==> src/common/cp0_cfg.svh <==
`ifndef CP0_CFG_SVH
`define CP0_CFG_SVH

// Status comes out of reset with CU0 set and everything else clear.
`define CP0_STATUS_RESET 32'h10000000

// EBase reads back with bits 31:30 fixed to 2'b10.
`define CP0_EBASE_RESET 32'h80000000

// General exception entry, relative to EBase.
`define EXC_VECTOR_OFFSET 12'h180

`define HW_INT_LINES 6
`define TLB_INDEX_BITS 4

// EntryLo PFN sits in bits 29:6.
`define CP0_PFN_BITS 24

// EntryHi VPN2 sits in bits 31:13.
`define CP0_VPN2_BITS 19

`endif

==> src/common/cp0_reg_pkg.sv <==
`include "cp0_cfg.svh"

package cp0_reg_pkg;

    typedef enum logic [4:0] {
        CP0_INDEX    = 5'd0,
        CP0_ENTRYLO0 = 5'd2,
        CP0_ENTRYLO1 = 5'd3,
        CP0_BADVADDR = 5'd8,
        CP0_COUNT    = 5'd9,
        CP0_ENTRYHI  = 5'd10,
        CP0_COMPARE  = 5'd11,
        CP0_STATUS   = 5'd12,
        CP0_CAUSE    = 5'd13,
        CP0_EPC      = 5'd14,
        CP0_EBASE    = 5'd15
    } cp0_reg_e;

    typedef struct packed {
        logic [`CP0_VPN2_BITS-1:0]  vpn2;
        logic [`CP0_PFN_BITS-1:0]   pfn1;
        logic [1:0]                 dv1;    // D and V of EntryLo1.
        logic [`CP0_PFN_BITS-1:0]   pfn0;
        logic [1:0]                 dv0;
        logic [`TLB_INDEX_BITS-1:0] index;
    } tlb_config_t;

endpackage

==> src/common/exc_pkg.sv <==
package exc_pkg;

    typedef enum logic [4:0] {
        EXC_INT  = 5'd0,
        EXC_ADEL = 5'd4,
        EXC_ADES = 5'd5,
        EXC_SYS  = 5'd8,
        EXC_BP   = 5'd9,
        EXC_RI   = 5'd10,
        EXC_OV   = 5'd12
    } exc_code_e;

    // Fault flag positions; lower index means higher priority.
    localparam int EXC_FLAG_FETCH_ADEL = 0;
    localparam int EXC_FLAG_RI         = 1;
    localparam int EXC_FLAG_SYS        = 2;
    localparam int EXC_FLAG_BP         = 3;
    localparam int EXC_FLAG_OV         = 4;
    localparam int EXC_FLAG_DATA_ADEL  = 5;

    localparam int EXC_FLAG_COUNT = 6;

endpackage

==> src/common/cp0_if.sv <==
interface trap_write_if;
    import exc_pkg::*;

    logic        trap_en;
    exc_code_e   trap_code;
    logic [31:0] trap_epc;
    logic        trap_bd;
    logic [31:0] trap_bad_vaddr;
    logic        trap_bad_valid;
    logic        eret;

    modport trap (
        output trap_en, trap_code, trap_epc, trap_bd,
        output trap_bad_vaddr, trap_bad_valid, eret
    );

    modport regs (
        input trap_en, trap_code, trap_epc, trap_bd,
        input trap_bad_vaddr, trap_bad_valid, eret
    );
endinterface

interface cp0_state_if;
    logic        exl;
    logic        ie;
    logic        user_mode;
    logic [31:0] ebase;
    logic [31:0] epc;
    logic [1:0]  sw_int;
    logic        timer_int;

    modport regs (output exl, ie, user_mode, ebase, epc, sw_int, timer_int);
    modport intr (input exl, ie, sw_int, timer_int);
    modport trap (input ebase, epc);
endinterface

==> src/cp0/cp0_regs.sv <==
`include "cp0_cfg.svh"

module cp0_regs (
    input  logic                      clk,
    input  logic                      rst_n,
    input  cp0_reg_pkg::cp0_reg_e     rd_addr_i,
    output logic [31:0]               rd_data_o,
    input  logic                      we_i,
    input  cp0_reg_pkg::cp0_reg_e     wr_addr_i,
    input  logic [31:0]               wr_data_i,
    input  logic [`HW_INT_LINES-1:0]  hw_int_i,
    output cp0_reg_pkg::tlb_config_t  tlb_config_o,
    trap_write_if.regs                trap,
    cp0_state_if.regs                 state
);
    import cp0_reg_pkg::*;
    import exc_pkg::*;

    localparam logic [31:0] STATUS_RST = `CP0_STATUS_RESET;
    localparam logic [31:0] EBASE_RST  = `CP0_EBASE_RESET;

    logic [`TLB_INDEX_BITS-1:0] index_q;
    logic [`CP0_PFN_BITS-1:0]   lo0_pfn_q;
    logic [1:0]                 lo0_dv_q;
    logic [`CP0_PFN_BITS-1:0]   lo1_pfn_q;
    logic [1:0]                 lo1_dv_q;
    logic [`CP0_VPN2_BITS-1:0]  hi_vpn2_q;
    logic [31:0]                badvaddr_q;
    logic [31:0]                epc_q;

    logic [31:0] count_q;
    logic [31:0] compare_q;
    logic        timer_int_q;
    logic        status_um_q;
    logic        status_exl_q;
    logic        status_ie_q;
    logic        cause_bd_q;
    exc_code_e   cause_code_q;
    logic [1:0]  cause_sw_q;
    logic [17:0] ebase_q;       // EBase bits 29:12.

    always_comb begin
        case (rd_addr_i)
            CP0_INDEX:    rd_data_o = {28'b0, index_q};
            CP0_ENTRYLO0: rd_data_o = {2'b0, lo0_pfn_q, 3'b0, lo0_dv_q, 1'b0};
            CP0_ENTRYLO1: rd_data_o = {2'b0, lo1_pfn_q, 3'b0, lo1_dv_q, 1'b0};
            CP0_BADVADDR: rd_data_o = badvaddr_q;
            CP0_COUNT:    rd_data_o = count_q;
            CP0_ENTRYHI:  rd_data_o = {hi_vpn2_q, 13'b0};
            CP0_COMPARE:  rd_data_o = compare_q;
            CP0_STATUS:   rd_data_o = {27'b0, status_um_q, 2'b0, status_exl_q, status_ie_q};
            CP0_CAUSE: begin
                rd_data_o = {cause_bd_q, 15'b0, hw_int_i, cause_sw_q, 1'b0,
                             cause_code_q, 2'b00};  // IP7..2 are the live lines.
            end
            CP0_EPC:      rd_data_o = epc_q;
            CP0_EBASE:    rd_data_o = {2'b10, ebase_q, 12'b0};
            default:      rd_data_o = 32'b0;
        endcase
    end

    always_ff @(posedge clk) begin
        if (we_i) begin
            case (wr_addr_i)
                CP0_INDEX: index_q <= wr_data_i[`TLB_INDEX_BITS-1:0];
                CP0_ENTRYLO0: begin
                    lo0_pfn_q <= wr_data_i[29:6];
                    lo0_dv_q  <= wr_data_i[2:1];
                end
                CP0_ENTRYLO1: begin
                    lo1_pfn_q <= wr_data_i[29:6];
                    lo1_dv_q  <= wr_data_i[2:1];
                end
                CP0_ENTRYHI: hi_vpn2_q <= wr_data_i[31:13];
                CP0_EPC:     epc_q <= wr_data_i;
                default: ;
            endcase
        end
        if (trap.trap_en) begin
            epc_q <= trap.trap_epc;     // Trap overrides a same-cycle write.
            if (trap.trap_bad_valid) begin
                badvaddr_q <= trap.trap_bad_vaddr;
            end
        end
    end

    always_ff @(posedge clk or negedge rst_n) begin
        if (!rst_n) begin
            count_q      <= 32'b0;
            compare_q    <= 32'b0;
            timer_int_q  <= 1'b0;
            status_um_q  <= STATUS_RST[4];
            status_exl_q <= STATUS_RST[1];
            status_ie_q  <= STATUS_RST[0];
            cause_bd_q   <= 1'b0;
            cause_code_q <= EXC_INT;
            cause_sw_q   <= 2'b0;
            ebase_q      <= EBASE_RST[29:12];
        end else begin
            count_q <= count_q + 32'd1;
            if (compare_q != 32'b0 && compare_q == count_q) begin
                timer_int_q <= 1'b1;
            end
            if (we_i) begin
                case (wr_addr_i)
                    CP0_COUNT: count_q <= wr_data_i;
                    CP0_COMPARE: begin
                        compare_q   <= wr_data_i;
                        timer_int_q <= 1'b0;    // Writing Compare acks the timer.
                    end
                    CP0_STATUS: begin
                        status_um_q  <= wr_data_i[4];
                        status_exl_q <= wr_data_i[1];
                        status_ie_q  <= wr_data_i[0];
                    end
                    CP0_CAUSE: cause_sw_q <= wr_data_i[9:8];
                    CP0_EBASE: ebase_q <= wr_data_i[29:12];
                    default: ;
                endcase
            end
            if (trap.trap_en) begin
                status_exl_q <= 1'b1;
                cause_bd_q   <= trap.trap_bd;
                cause_code_q <= trap.trap_code;
            end else if (trap.eret) begin
                status_exl_q <= 1'b0;
            end
        end
    end

    assign state.exl       = status_exl_q;
    assign state.ie        = status_ie_q;
    assign state.user_mode = status_um_q && !status_exl_q;
    assign state.ebase     = {2'b10, ebase_q, 12'b0};
    assign state.epc       = epc_q;
    assign state.sw_int    = cause_sw_q;
    assign state.timer_int = timer_int_q;

    assign tlb_config_o = {hi_vpn2_q, lo1_pfn_q, lo1_dv_q, lo0_pfn_q, lo0_dv_q, index_q};

endmodule

==> src/source/cp0_top.sv <==
`include "cp0_cfg.svh"

module cp0_top (
    input  logic                               clk,
    input  logic                               rst_n,
    input  cp0_reg_pkg::cp0_reg_e              rd_addr_i,
    output logic [31:0]                        rd_data_o,
    input  logic                               we_i,
    input  cp0_reg_pkg::cp0_reg_e              wr_addr_i,
    input  logic [31:0]                        wr_data_i,
    input  logic [`HW_INT_LINES-1:0]           hw_int_i,
    output cp0_reg_pkg::tlb_config_t           tlb_config_o,
    input  logic                               commit_valid_i,
    input  logic [exc_pkg::EXC_FLAG_COUNT-1:0] exc_flags_i,
    input  logic                               store_i,
    input  logic [31:0]                        commit_pc_i,
    input  logic [31:0]                        mem_addr_i,
    input  logic                               commit_bd_i,
    input  logic                               eret_i,
    output logic                               trap_o,
    output exc_pkg::exc_code_e                 trap_code_o,
    output logic [31:0]                        trap_vector_o,
    output logic [31:0]                        eret_target_o,
    output logic                               user_mode_o
);
    import exc_pkg::*;

    logic        exc_valid;
    exc_code_e   exc_code;
    logic [31:0] bad_vaddr;
    logic        bad_valid;
    logic        int_pending;

    trap_write_if tw ();
    cp0_state_if  st ();

    cp0_regs u_regs (
        .clk          (clk),
        .rst_n        (rst_n),
        .rd_addr_i    (rd_addr_i),
        .rd_data_o    (rd_data_o),
        .we_i         (we_i),
        .wr_addr_i    (wr_addr_i),
        .wr_data_i    (wr_data_i),
        .hw_int_i     (hw_int_i),
        .tlb_config_o (tlb_config_o),
        .trap         (tw.regs),
        .state        (st.regs)
    );

    exc_prioritizer u_exc (
        .commit_valid_i (commit_valid_i),
        .exc_flags_i    (exc_flags_i),
        .store_i        (store_i),
        .commit_pc_i    (commit_pc_i),
        .mem_addr_i     (mem_addr_i),
        .exc_valid_o    (exc_valid),
        .exc_code_o     (exc_code),
        .bad_vaddr_o    (bad_vaddr),
        .bad_valid_o    (bad_valid)
    );

    int_detector u_int (
        .hw_int_i       (hw_int_i),
        .state          (st.intr),
        .commit_valid_i (commit_valid_i),
        .int_pending_o  (int_pending)
    );

    trap_unit u_trap (
        .commit_valid_i (commit_valid_i),
        .commit_pc_i    (commit_pc_i),
        .commit_bd_i    (commit_bd_i),
        .eret_i         (eret_i),
        .int_pending_i  (int_pending),
        .exc_valid_i    (exc_valid),
        .exc_code_i     (exc_code),
        .bad_vaddr_i    (bad_vaddr),
        .bad_valid_i    (bad_valid),
        .trap_o         (trap_o),
        .trap_code_o    (trap_code_o),
        .trap_vector_o  (trap_vector_o),
        .eret_target_o  (eret_target_o),
        .tw             (tw.trap),
        .state          (st.trap)
    );

    assign user_mode_o = st.user_mode;

endmodule

==> src/source/exc_prioritizer.sv <==
module exc_prioritizer (
    input  logic                                commit_valid_i,
    input  logic [exc_pkg::EXC_FLAG_COUNT-1:0]  exc_flags_i,
    input  logic                                store_i,
    input  logic [31:0]                         commit_pc_i,
    input  logic [31:0]                         mem_addr_i,
    output logic                                exc_valid_o,
    output exc_pkg::exc_code_e                  exc_code_o,
    output logic [31:0]                         bad_vaddr_o,
    output logic                                bad_valid_o
);
    import exc_pkg::*;

    always_comb begin
        exc_valid_o = commit_valid_i && (|exc_flags_i);
        exc_code_o  = EXC_INT;
        bad_vaddr_o = 32'b0;
        bad_valid_o = 1'b0;
        if (exc_flags_i[EXC_FLAG_FETCH_ADEL]) begin
            exc_code_o  = EXC_ADEL;
            bad_vaddr_o = commit_pc_i;    // Fetch fault blames the PC.
            bad_valid_o = commit_valid_i;
        end else if (exc_flags_i[EXC_FLAG_RI]) begin
            exc_code_o = EXC_RI;
        end else if (exc_flags_i[EXC_FLAG_SYS]) begin
            exc_code_o = EXC_SYS;
        end else if (exc_flags_i[EXC_FLAG_BP]) begin
            exc_code_o = EXC_BP;
        end else if (exc_flags_i[EXC_FLAG_OV]) begin
            exc_code_o = EXC_OV;
        end else if (exc_flags_i[EXC_FLAG_DATA_ADEL]) begin
            exc_code_o  = store_i ? EXC_ADES : EXC_ADEL;
            bad_vaddr_o = mem_addr_i;
            bad_valid_o = commit_valid_i;
        end
    end

endmodule

==> src/source/int_detector.sv <==
`include "cp0_cfg.svh"

module int_detector (
    input  logic                     [`HW_INT_LINES-1:0] hw_int_i,
    cp0_state_if.intr                state,
    input  logic                     commit_valid_i,
    output logic                     int_pending_o
);
    logic any_req;
    logic int_enabled;

    // Any source counts without per-line masks.
    assign any_req = (|hw_int_i) || (|state.sw_int) || state.timer_int;

    assign int_enabled = state.ie && !state.exl;

    assign int_pending_o = commit_valid_i && int_enabled && any_req;

endmodule

==> src/source/trap_unit.sv <==
`include "cp0_cfg.svh"

module trap_unit (
    input  logic               commit_valid_i,
    input  logic [31:0]        commit_pc_i,
    input  logic               commit_bd_i,
    input  logic               eret_i,
    input  logic               int_pending_i,
    input  logic               exc_valid_i,
    input  exc_pkg::exc_code_e exc_code_i,
    input  logic [31:0]        bad_vaddr_i,
    input  logic               bad_valid_i,
    output logic               trap_o,
    output exc_pkg::exc_code_e trap_code_o,
    output logic [31:0]        trap_vector_o,
    output logic [31:0]        eret_target_o,
    trap_write_if.trap         tw,
    cp0_state_if.trap          state
);
    import exc_pkg::*;

    logic [31:0] epc_val;

    assign trap_o      = commit_valid_i && (int_pending_i || exc_valid_i);
    assign trap_code_o = int_pending_i ? EXC_INT : exc_code_i;

    // Restart at the branch when the fault is in its delay slot.
    assign epc_val = commit_bd_i ? commit_pc_i - 32'd4 : commit_pc_i;

    assign trap_vector_o = state.ebase + {20'b0, `EXC_VECTOR_OFFSET};
    assign eret_target_o = state.epc;

    assign tw.trap_en        = trap_o;
    assign tw.trap_code      = trap_code_o;
    assign tw.trap_epc       = epc_val;
    assign tw.trap_bd        = commit_bd_i;
    assign tw.trap_bad_vaddr = bad_vaddr_i;
    assign tw.trap_bad_valid = bad_valid_i && !int_pending_i;  // Dropped under an interrupt.
    assign tw.eret           = commit_valid_i && eret_i && !trap_o;

endmodule
==> config.mk <==
export PLATFORM = sky130hd
export DESIGN_NAME = cp0_top
export DESIGN_NICKNAME = d
export VERILOG_FILES = /design/src/common/cp0_reg_pkg.sv /design/src/common/exc_pkg.sv /design/src/common/cp0_if.sv /design/src/cp0/cp0_regs.sv /design/src/source/cp0_top.sv /design/src/source/exc_prioritizer.sv /design/src/source/int_detector.sv /design/src/source/trap_unit.sv
export VERILOG_INCLUDE_DIRS = /design/src /design/src/common
export SDC_FILE = /design/constraint.sdc
export NUM_CORES = 1
export LEC_CHECK = 0
export BUFFER_PORTS_ARGS = -buffer_cell sky130_fd_sc_hd__clkbuf_2
export CORE_AREA = 2 2 157 221
export CTS_CLUSTER_DIAMETER = 80
export DETAILED_ROUTE_END_ITERATION = 16
export DIE_AREA = 0 0 159 223
export RECOVER_POWER = 50
export SLEW_MARGIN = 20
export SYNTH_ARGS = -nofsm -noshare
export SYNTH_HDL_FRONTEND = slang
export SYNTH_HIERARCHICAL = 1
export SYNTH_SLANG_ARGS = --single-unit
==> constraint.sdc <==
create_clock -name clk -period 8.75 [get_ports clk]
set_input_delay 0.4375 -clock clk [delete_from_list [all_inputs] [get_ports clk]]
set_output_delay 0.4375 -clock clk [all_outputs]
set_load 0.02 [all_outputs]
==> Yosys cells after proc, flatten, opt, wreduce, memory -nomap -nowiden <==
Index checks and enable logic that the tools add are counted.
{ "word_totals": {"inputBits": 125, "register_bits": 233, "elab_cells": 112, "output_inout_bits": 178} }
{ "op_classes": {"n_eq_ne": 20, "n_reduce_logical": 37, "n_addsub": 3, "mux": 34} }
{ "ops": {"columns": ["cell", "count"], "rows": [
  ["32-bit 2-to-1 mux", 12],
  ["32-bit case mux with 11 select lines", 1],
  ["5-bit by 4-bit equality test with 1-bit output (second input constant)", 15],
  ["5-bit 2-to-1 mux", 7],
  ["32-bit by 1-bit adder with 32-bit output (second input constant)", 1],
  ["32-bit by 9-bit adder with 32-bit output (second input constant)", 1],
  ["32-bit equality test", 1],
  ["32-bit nonzero test", 1],
  ["32-bit by 3-bit subtractor with 32-bit output (second input constant)", 1],
  ["2-bit AND reduction", 11],
  ["5-bit by 2-bit equality test with 1-bit output (second input constant)", 4],
  ["1-bit 2-to-1 mux", 14],
  ["6-bit OR reduction", 2],
  ["1-bit logical AND", 10],
  ["5-bit logical NOT", 2],
  ["3-bit nonzero test", 2],
  ["2-bit nonzero test", 2],
  ["1-bit logical NOT", 3],
  ["1-bit logical OR", 3],
  ["2-bit OR reduction", 1]
]} }

==> Depth between registers and ports, before layout <==
{ "logic_depth": {"depth_word": 10, "mapped_depth": 8} }

==> Cells and area by module <==
Netlist, hierarchy kept.
{ "by_module_without_submodules": {"columns": ["module", "cells_per_inst", "area_per_inst_um2", "instances"], "rows": [
  ["cp0_regs", 770, 10558.9, 1],
  ["trap_unit", 234, 1692.9, 1],
  ["exc_prioritizer", 129, 933.4, 1],
  ["int_detector", 5, 35.0, 1]
]} }

==> Worst setup path before layout <==
OpenSTA, ideal clock, no wires.
{ "synth_path": {"kind": "in2reg", "start": "input port exc_flags_i[3] (netlist name)", "end": "register u_regs.epc_q[0] (netlist: u_regs/state.epc[0]) (enable)", "t_required_ns": 8.251, "cell_stages": 8, "setup_time_ns": 0.499, "arrival_ns": 2.761, "path_slack_ns": 5.491, "cell_sequence": "clkbuf_1 or3_1 o41a_1 o21a_1 buf_4 clkbuf_1 clkbuf_1 o21bai_1"} }
{ "synth_between": {"elab_chain_cells": 6, "word_cells_on_any_way": 7, "classes_between": "7 x reduce/logical"} }
{ "synth_rtl": {"columns": ["item", "line_no", "source"], "rows": [
  ["start: declaration", "cp0_top.sv:14", "input logic [exc_pkg::EXC_FLAG_COUNT-1:0] exc_flags_i,"],
  ["6-bit OR reduction (*)", "exc_prioritizer.sv:15", "exc_valid_o = commit_valid_i && (|exc_flags_i);"],
  ["1-bit logical AND (*)", "exc_prioritizer.sv:15", null],
  ["net exc_valid", "cp0_top.sv:28", "logic exc_valid;"],
  ["1-bit logical OR (*)", "trap_unit.sv:24", "assign trap_o = commit_valid_i && (int_pending_i || exc_valid_i);"],
  ["1-bit logical AND (*)", "trap_unit.sv:24", null],
  ["net trap_o", "cp0_top.sv:20", "output logic trap_o,"],
  ["2-bit nonzero test (no source line)", null, null],
  ["2-bit AND reduction (no source line) (*)", null, null],
  ["end signal: assignment", "cp0_regs.sv:75", "CP0_EPC: epc_q <= wr_data_i;"],
  ["end signal: assignment", "cp0_regs.sv:80", "epc_q <= trap.trap_epc;"],
  ["end: declaration", "cp0_regs.sv:29", "logic [31:0] epc_q;"]
]} }
Mark *: on every way through the listed nets, which the timed path passes. The rest lies on a longest branch.
A chain may end at the register's enable or synchronous reset.

==> Worst setup path in the final report <==
{ "layout_path": {"start": "input port rd_addr_i[4]", "end": "output port rd_data_o[25]"} }
{ "layout_between": {"elab_chain_cells": 2, "word_cells_on_any_way": 12, "classes_between": "10 x eq/ne; 1 x mux; 1 x reduce/logical"} }
{ "layout_rtl": {"columns": ["item", "line_no", "source"], "rows": [
  ["start: declaration", "cp0_top.sv:6", "input cp0_reg_pkg::cp0_reg_e rd_addr_i,"],
  ["5-bit by 4-bit equality test with 1-bit output (tied with other cells)", "cp0_regs.sv:43", "case (rd_addr_i)"],
  ["32-bit case mux with 11 select lines (*)", "cp0_regs.sv:43", null],
  ["end: declaration", "cp0_top.sv:7", "output logic [31:0] rd_data_o,"]
]} }
Mark *: on every way between the ends. The rest lies on a longest branch, timed or not.

==> qor.yml <==
pwr:
  ir_worst_vdd_mv: 0.114
  seqPwrFrac: 0.499
  intPower_w: 0.00207
  clkPwrFrac: 0.308
  power.density_nw_per_um2: 202
  p_sw_frac: 0.316
  pwr-share-comb: 0.192
  switching_power_w: 0.000959
  cellLeakagePower_nw: 5.64
status:
  status: "complete, but fails checks"
  failed_checks: "max-capacitance violations, max-slew violations"
cts:
  clk_latency_ns: 0.53
  clock-root-buffer: "clkbuf_16"
  clk_pin_slew_worst_paths_ns: 0.06
  cts_buffer_depth: 3
  cts_buffers: 23
  h-tree-depth: 1
  clkSinkCount: 233
  cts_tree: "built"
finish:
  fin_cells: 1796
  area_growth_pct: 13.4
  drive_gt1_frac: 0.259
  mostFrequentLayoutCells: "clkbuf_1 (151), clkbuf_2 (149), edfxtp_1 (139)"
  nets: 1457
  final_common_cell: "clkbuf_1"
  num-fill-cells: 3331
yosys:
  synth_seq_area_share: 0.494
  syn-instance-count: 1138
  synth_ff_type: "edfxtp_1"
  syn-cell-area_sq_um: 13200
  synthTopCellsByArea: "edfxtp_1 (32%), dfrtp_1 (18%), mux2_2 (7.6%), buf_4 (5.6%), a22oi_1 (5.2%)"
  ys_types: 63
  synth_warnings: 6
  ys_async_sr_fraction: 0.403
  avgSynthCellArea_sq_um: 11.6
  synth-edff-count: 139
  synth_top_cell_by_area: "edfxtp_1"
  netlist.area_leader.share: 0.316
  synth_seq_cells: 233
drt:
  drt_wl_total_um: 44700
  drt_iter0_drc: 738
  drc: 0
  num_vias: 10104
  drtAntennaViolNets: 0
  vias_per_cell: 5.63
  firstDrtPassIters: 5
  post_drt_wl_per_cell_um: 24.9
critical_path:
  startpoint_type: "primary input"
  worstPathRequired_ns: 8.31
  worstPathCellList: "clkbuf_2 -> nand2b_1 -> nor4_4 -> buf_4 -> a22oi_1 -> nand4_1 -> clkbuf_2"
  path_common_cell: "clkbuf_2"
  slowest_stage: "nor4_4"
  crit_arrival_ns: 2.77
  worstSetupEndpointType: "primary output"
  critPathKind: "in -> out"
  slowest_delay_ns: 0.87
  path_max_fanout: 14
die:
  die_h_um: 223
  num_rows: 80
  start_util: 0.393
  die_area_sq_um: 35500
  ios: 303
  fp.dieW_um: 159
  core_sq_um: 33600
sta:
  slew_headroom: -0.800
  setup_tns_ns: 0
  final.setup.worst_slack_ns: 5.54
  final-setup-viol-count: 0
  final.period_utilization: 0.367
  worst_pin_slew_ns: 2.70
  rsz0062_at_grt: "false"
  fin_skew_ns: 0.0107
  hold_viol_final: 0
  timing.final.crit_period_ns: 3.21
  slew_viol_final: 115
  fmax_mhz: 312
placed_design:
  dpl_worst_slack_ns: 5.47
  io_buffers: 287
  dp_cells: 1753
  place.gp.congestion: 0.843
  dp_hpwl_um: 32900
global_route:
  grtUsageMet2: 0.453
  grt_use_met1: 0.281
  grtUsageMet3: 0.0303
  gr-usage-all-layers: 0.244
  gr-max-usage-layer: "met2"
  grt_start_max_net_pins: 72
  antenna_found_initial: 0
  grt_pass1_vias: 10318
  grt_remaining_overflow: 0
  grt_pass1_wl_um: 65500
min_path:
  hp-class: "in -> reg"
flow_run:
  cap_viol_max_count: 3
## worst max-delay path, delay by kind of cell
family | cells | cell delay, ns
and+or+nand+nor | 3 | 1.43
buffers and inverters | 3 | 0.73
AOI/OAI and AO/OA | 1 | 0.14
## logic make-up (layout without fill, tap and decap cells)
| group | Yosys count | after routing | synth area share |
|---|---|---|---|
| simple gates | 301 | 301 | 0.133 |
| mux | 96 | 96 | 0.0816 |
| flops | 233 | 233 | 0.494 |
| compound gates | 188 | 188 | 0.124 |
| other cells | 3 | 16 | 0.000852 |
| fa+ha+maj | 3 | 3 | 0.00284 |
| buf+inv | 201 | 395 | 0.0899 |
| xor+xnor | 113 | 113 | 0.0749 |
## state kept, by name, summed over array words and instances (netlist names)
signal,cells
u_regs/badvaddr_q,32
u_regs/compare_q,32
u_regs/count_q,32
u_regs/state.epc,32
u_regs/lo0_pfn_q,24
u_regs/lo1_pfn_q,24
u_regs/hi_vpn2_q,19
u_regs/ebase_q,18
u_regs/cause_code_q,5
u_regs/index_q,4
u_regs/lo0_dv_q,2
u_regs/lo1_dv_q,2
u_regs/state.sw_int,2
u_regs/cause_bd_q,1
u_regs/state.exl,1
u_regs/state.ie,1
u_regs/state.timer_int,1
u_regs/status_um_q,1
## through the flow
step	power, W	instance area [sq um]	utilization	hold slack [ns]
after global routing	0.00316	15000	0.446	0.213
after detailed placement	0.00212	14500	0.431	0.384
after floorplan	0.00190	13300	-	0.142
after CTS	0.00305	15200	0.451	0.142
after global placement	0.00211	14500	0.430	0.385
final	0.00303	15000	0.446	0.211
## metal layers
metal / wire length (um) / up-vias
li1: - / 4555
met1: 16700 / 5030
met2: 23700 / 428
met3: 2450 / 91
met4: 1860 / 0
met5: 0 / -
## cell usage after synthesis, types with 23 or more instances
master / number
xor2_1: 45
clkbuf_1: 23
buf_2: 25
a21oi_1: 33
o41ai_2: 29
mux2_2: 89
edfxtp_1: 139
buf_4: 99
dfrtp_1: 94
nand2_1: 61
nor2_1: 58
nand3_1: 37
xnor2_1: 68
inv_1: 45
a22oi_1: 91
nand4_1: 40
## layout make-up
| cell class | instances | area, sq um | area share |
|---|---|---|---|
| multi-input cells | 716 | 5610 | 0.374 |
| inverters | 45 | 169 | 0.0113 |
| clock buffers | 35 | 661 | 0.0441 |
| repair buffers | 310 | 1440 | 0.0961 |
| well taps | 451 | 564 | 0.0376 |
| diodes | 1 | 2.50 | 0.000167 |
| clock inverters | 5 | 22.5 | 0.00150 |
| flip-flops and latches | 233 | 6530 | 0.435 |
## final timing paths
path	startpoint	end	slack, ns	cells past startpoint
min in group asynchronous	rst_n	u_regs/ebase_q[12]$_DFFE_PN0P_	0.89	2
max in group asynchronous	rst_n	u_regs/compare_q[22]$_DFFE_PN0P_	6.09	3
setup reg to reg	u_regs/state.sw_int[1]$_DFFE_PN0P_	u_regs/badvaddr_q[26]$_DFFE_PP_	5.85	6
hold reg to reg	u_regs/cause_code_q[4]$_DFFE_PN0P_	u_regs/cause_code_q[4]$_DFFE_PN0P_	0.52	1
setup / recovery	rd_addr_i[4]	rd_data_o[25]	5.54	7
hold / removal	commit_pc_i[0]	u_regs/badvaddr_q[0]$_DFFE_PP_	0.21	3
## power groups by stage
stage	registers [W]	logic, W	clock network [W]
finish	0.00151	0.000584	0.000934
global route	0.00153	0.000633	0.000995
CTS	0.00151	0.000590	0.000953
detailed placement	0.00153	0.000586	0
global placement	0.00153	0.000574	0
floorplan	0.00143	0.000469	0
## repair_timing
| item | CTS | global route |
|---|---|---|
| hold buffers | 1 | 0 |
| endpoints found under the setup margin | 0 | 0 |
| buffers inserted | 0 | 0 |
| endpoints found under the hold margin | 23 | 0 |
| gates resized for setup | 0 | 0 |
No activity file was read; power rests on OpenSTA's default activity.
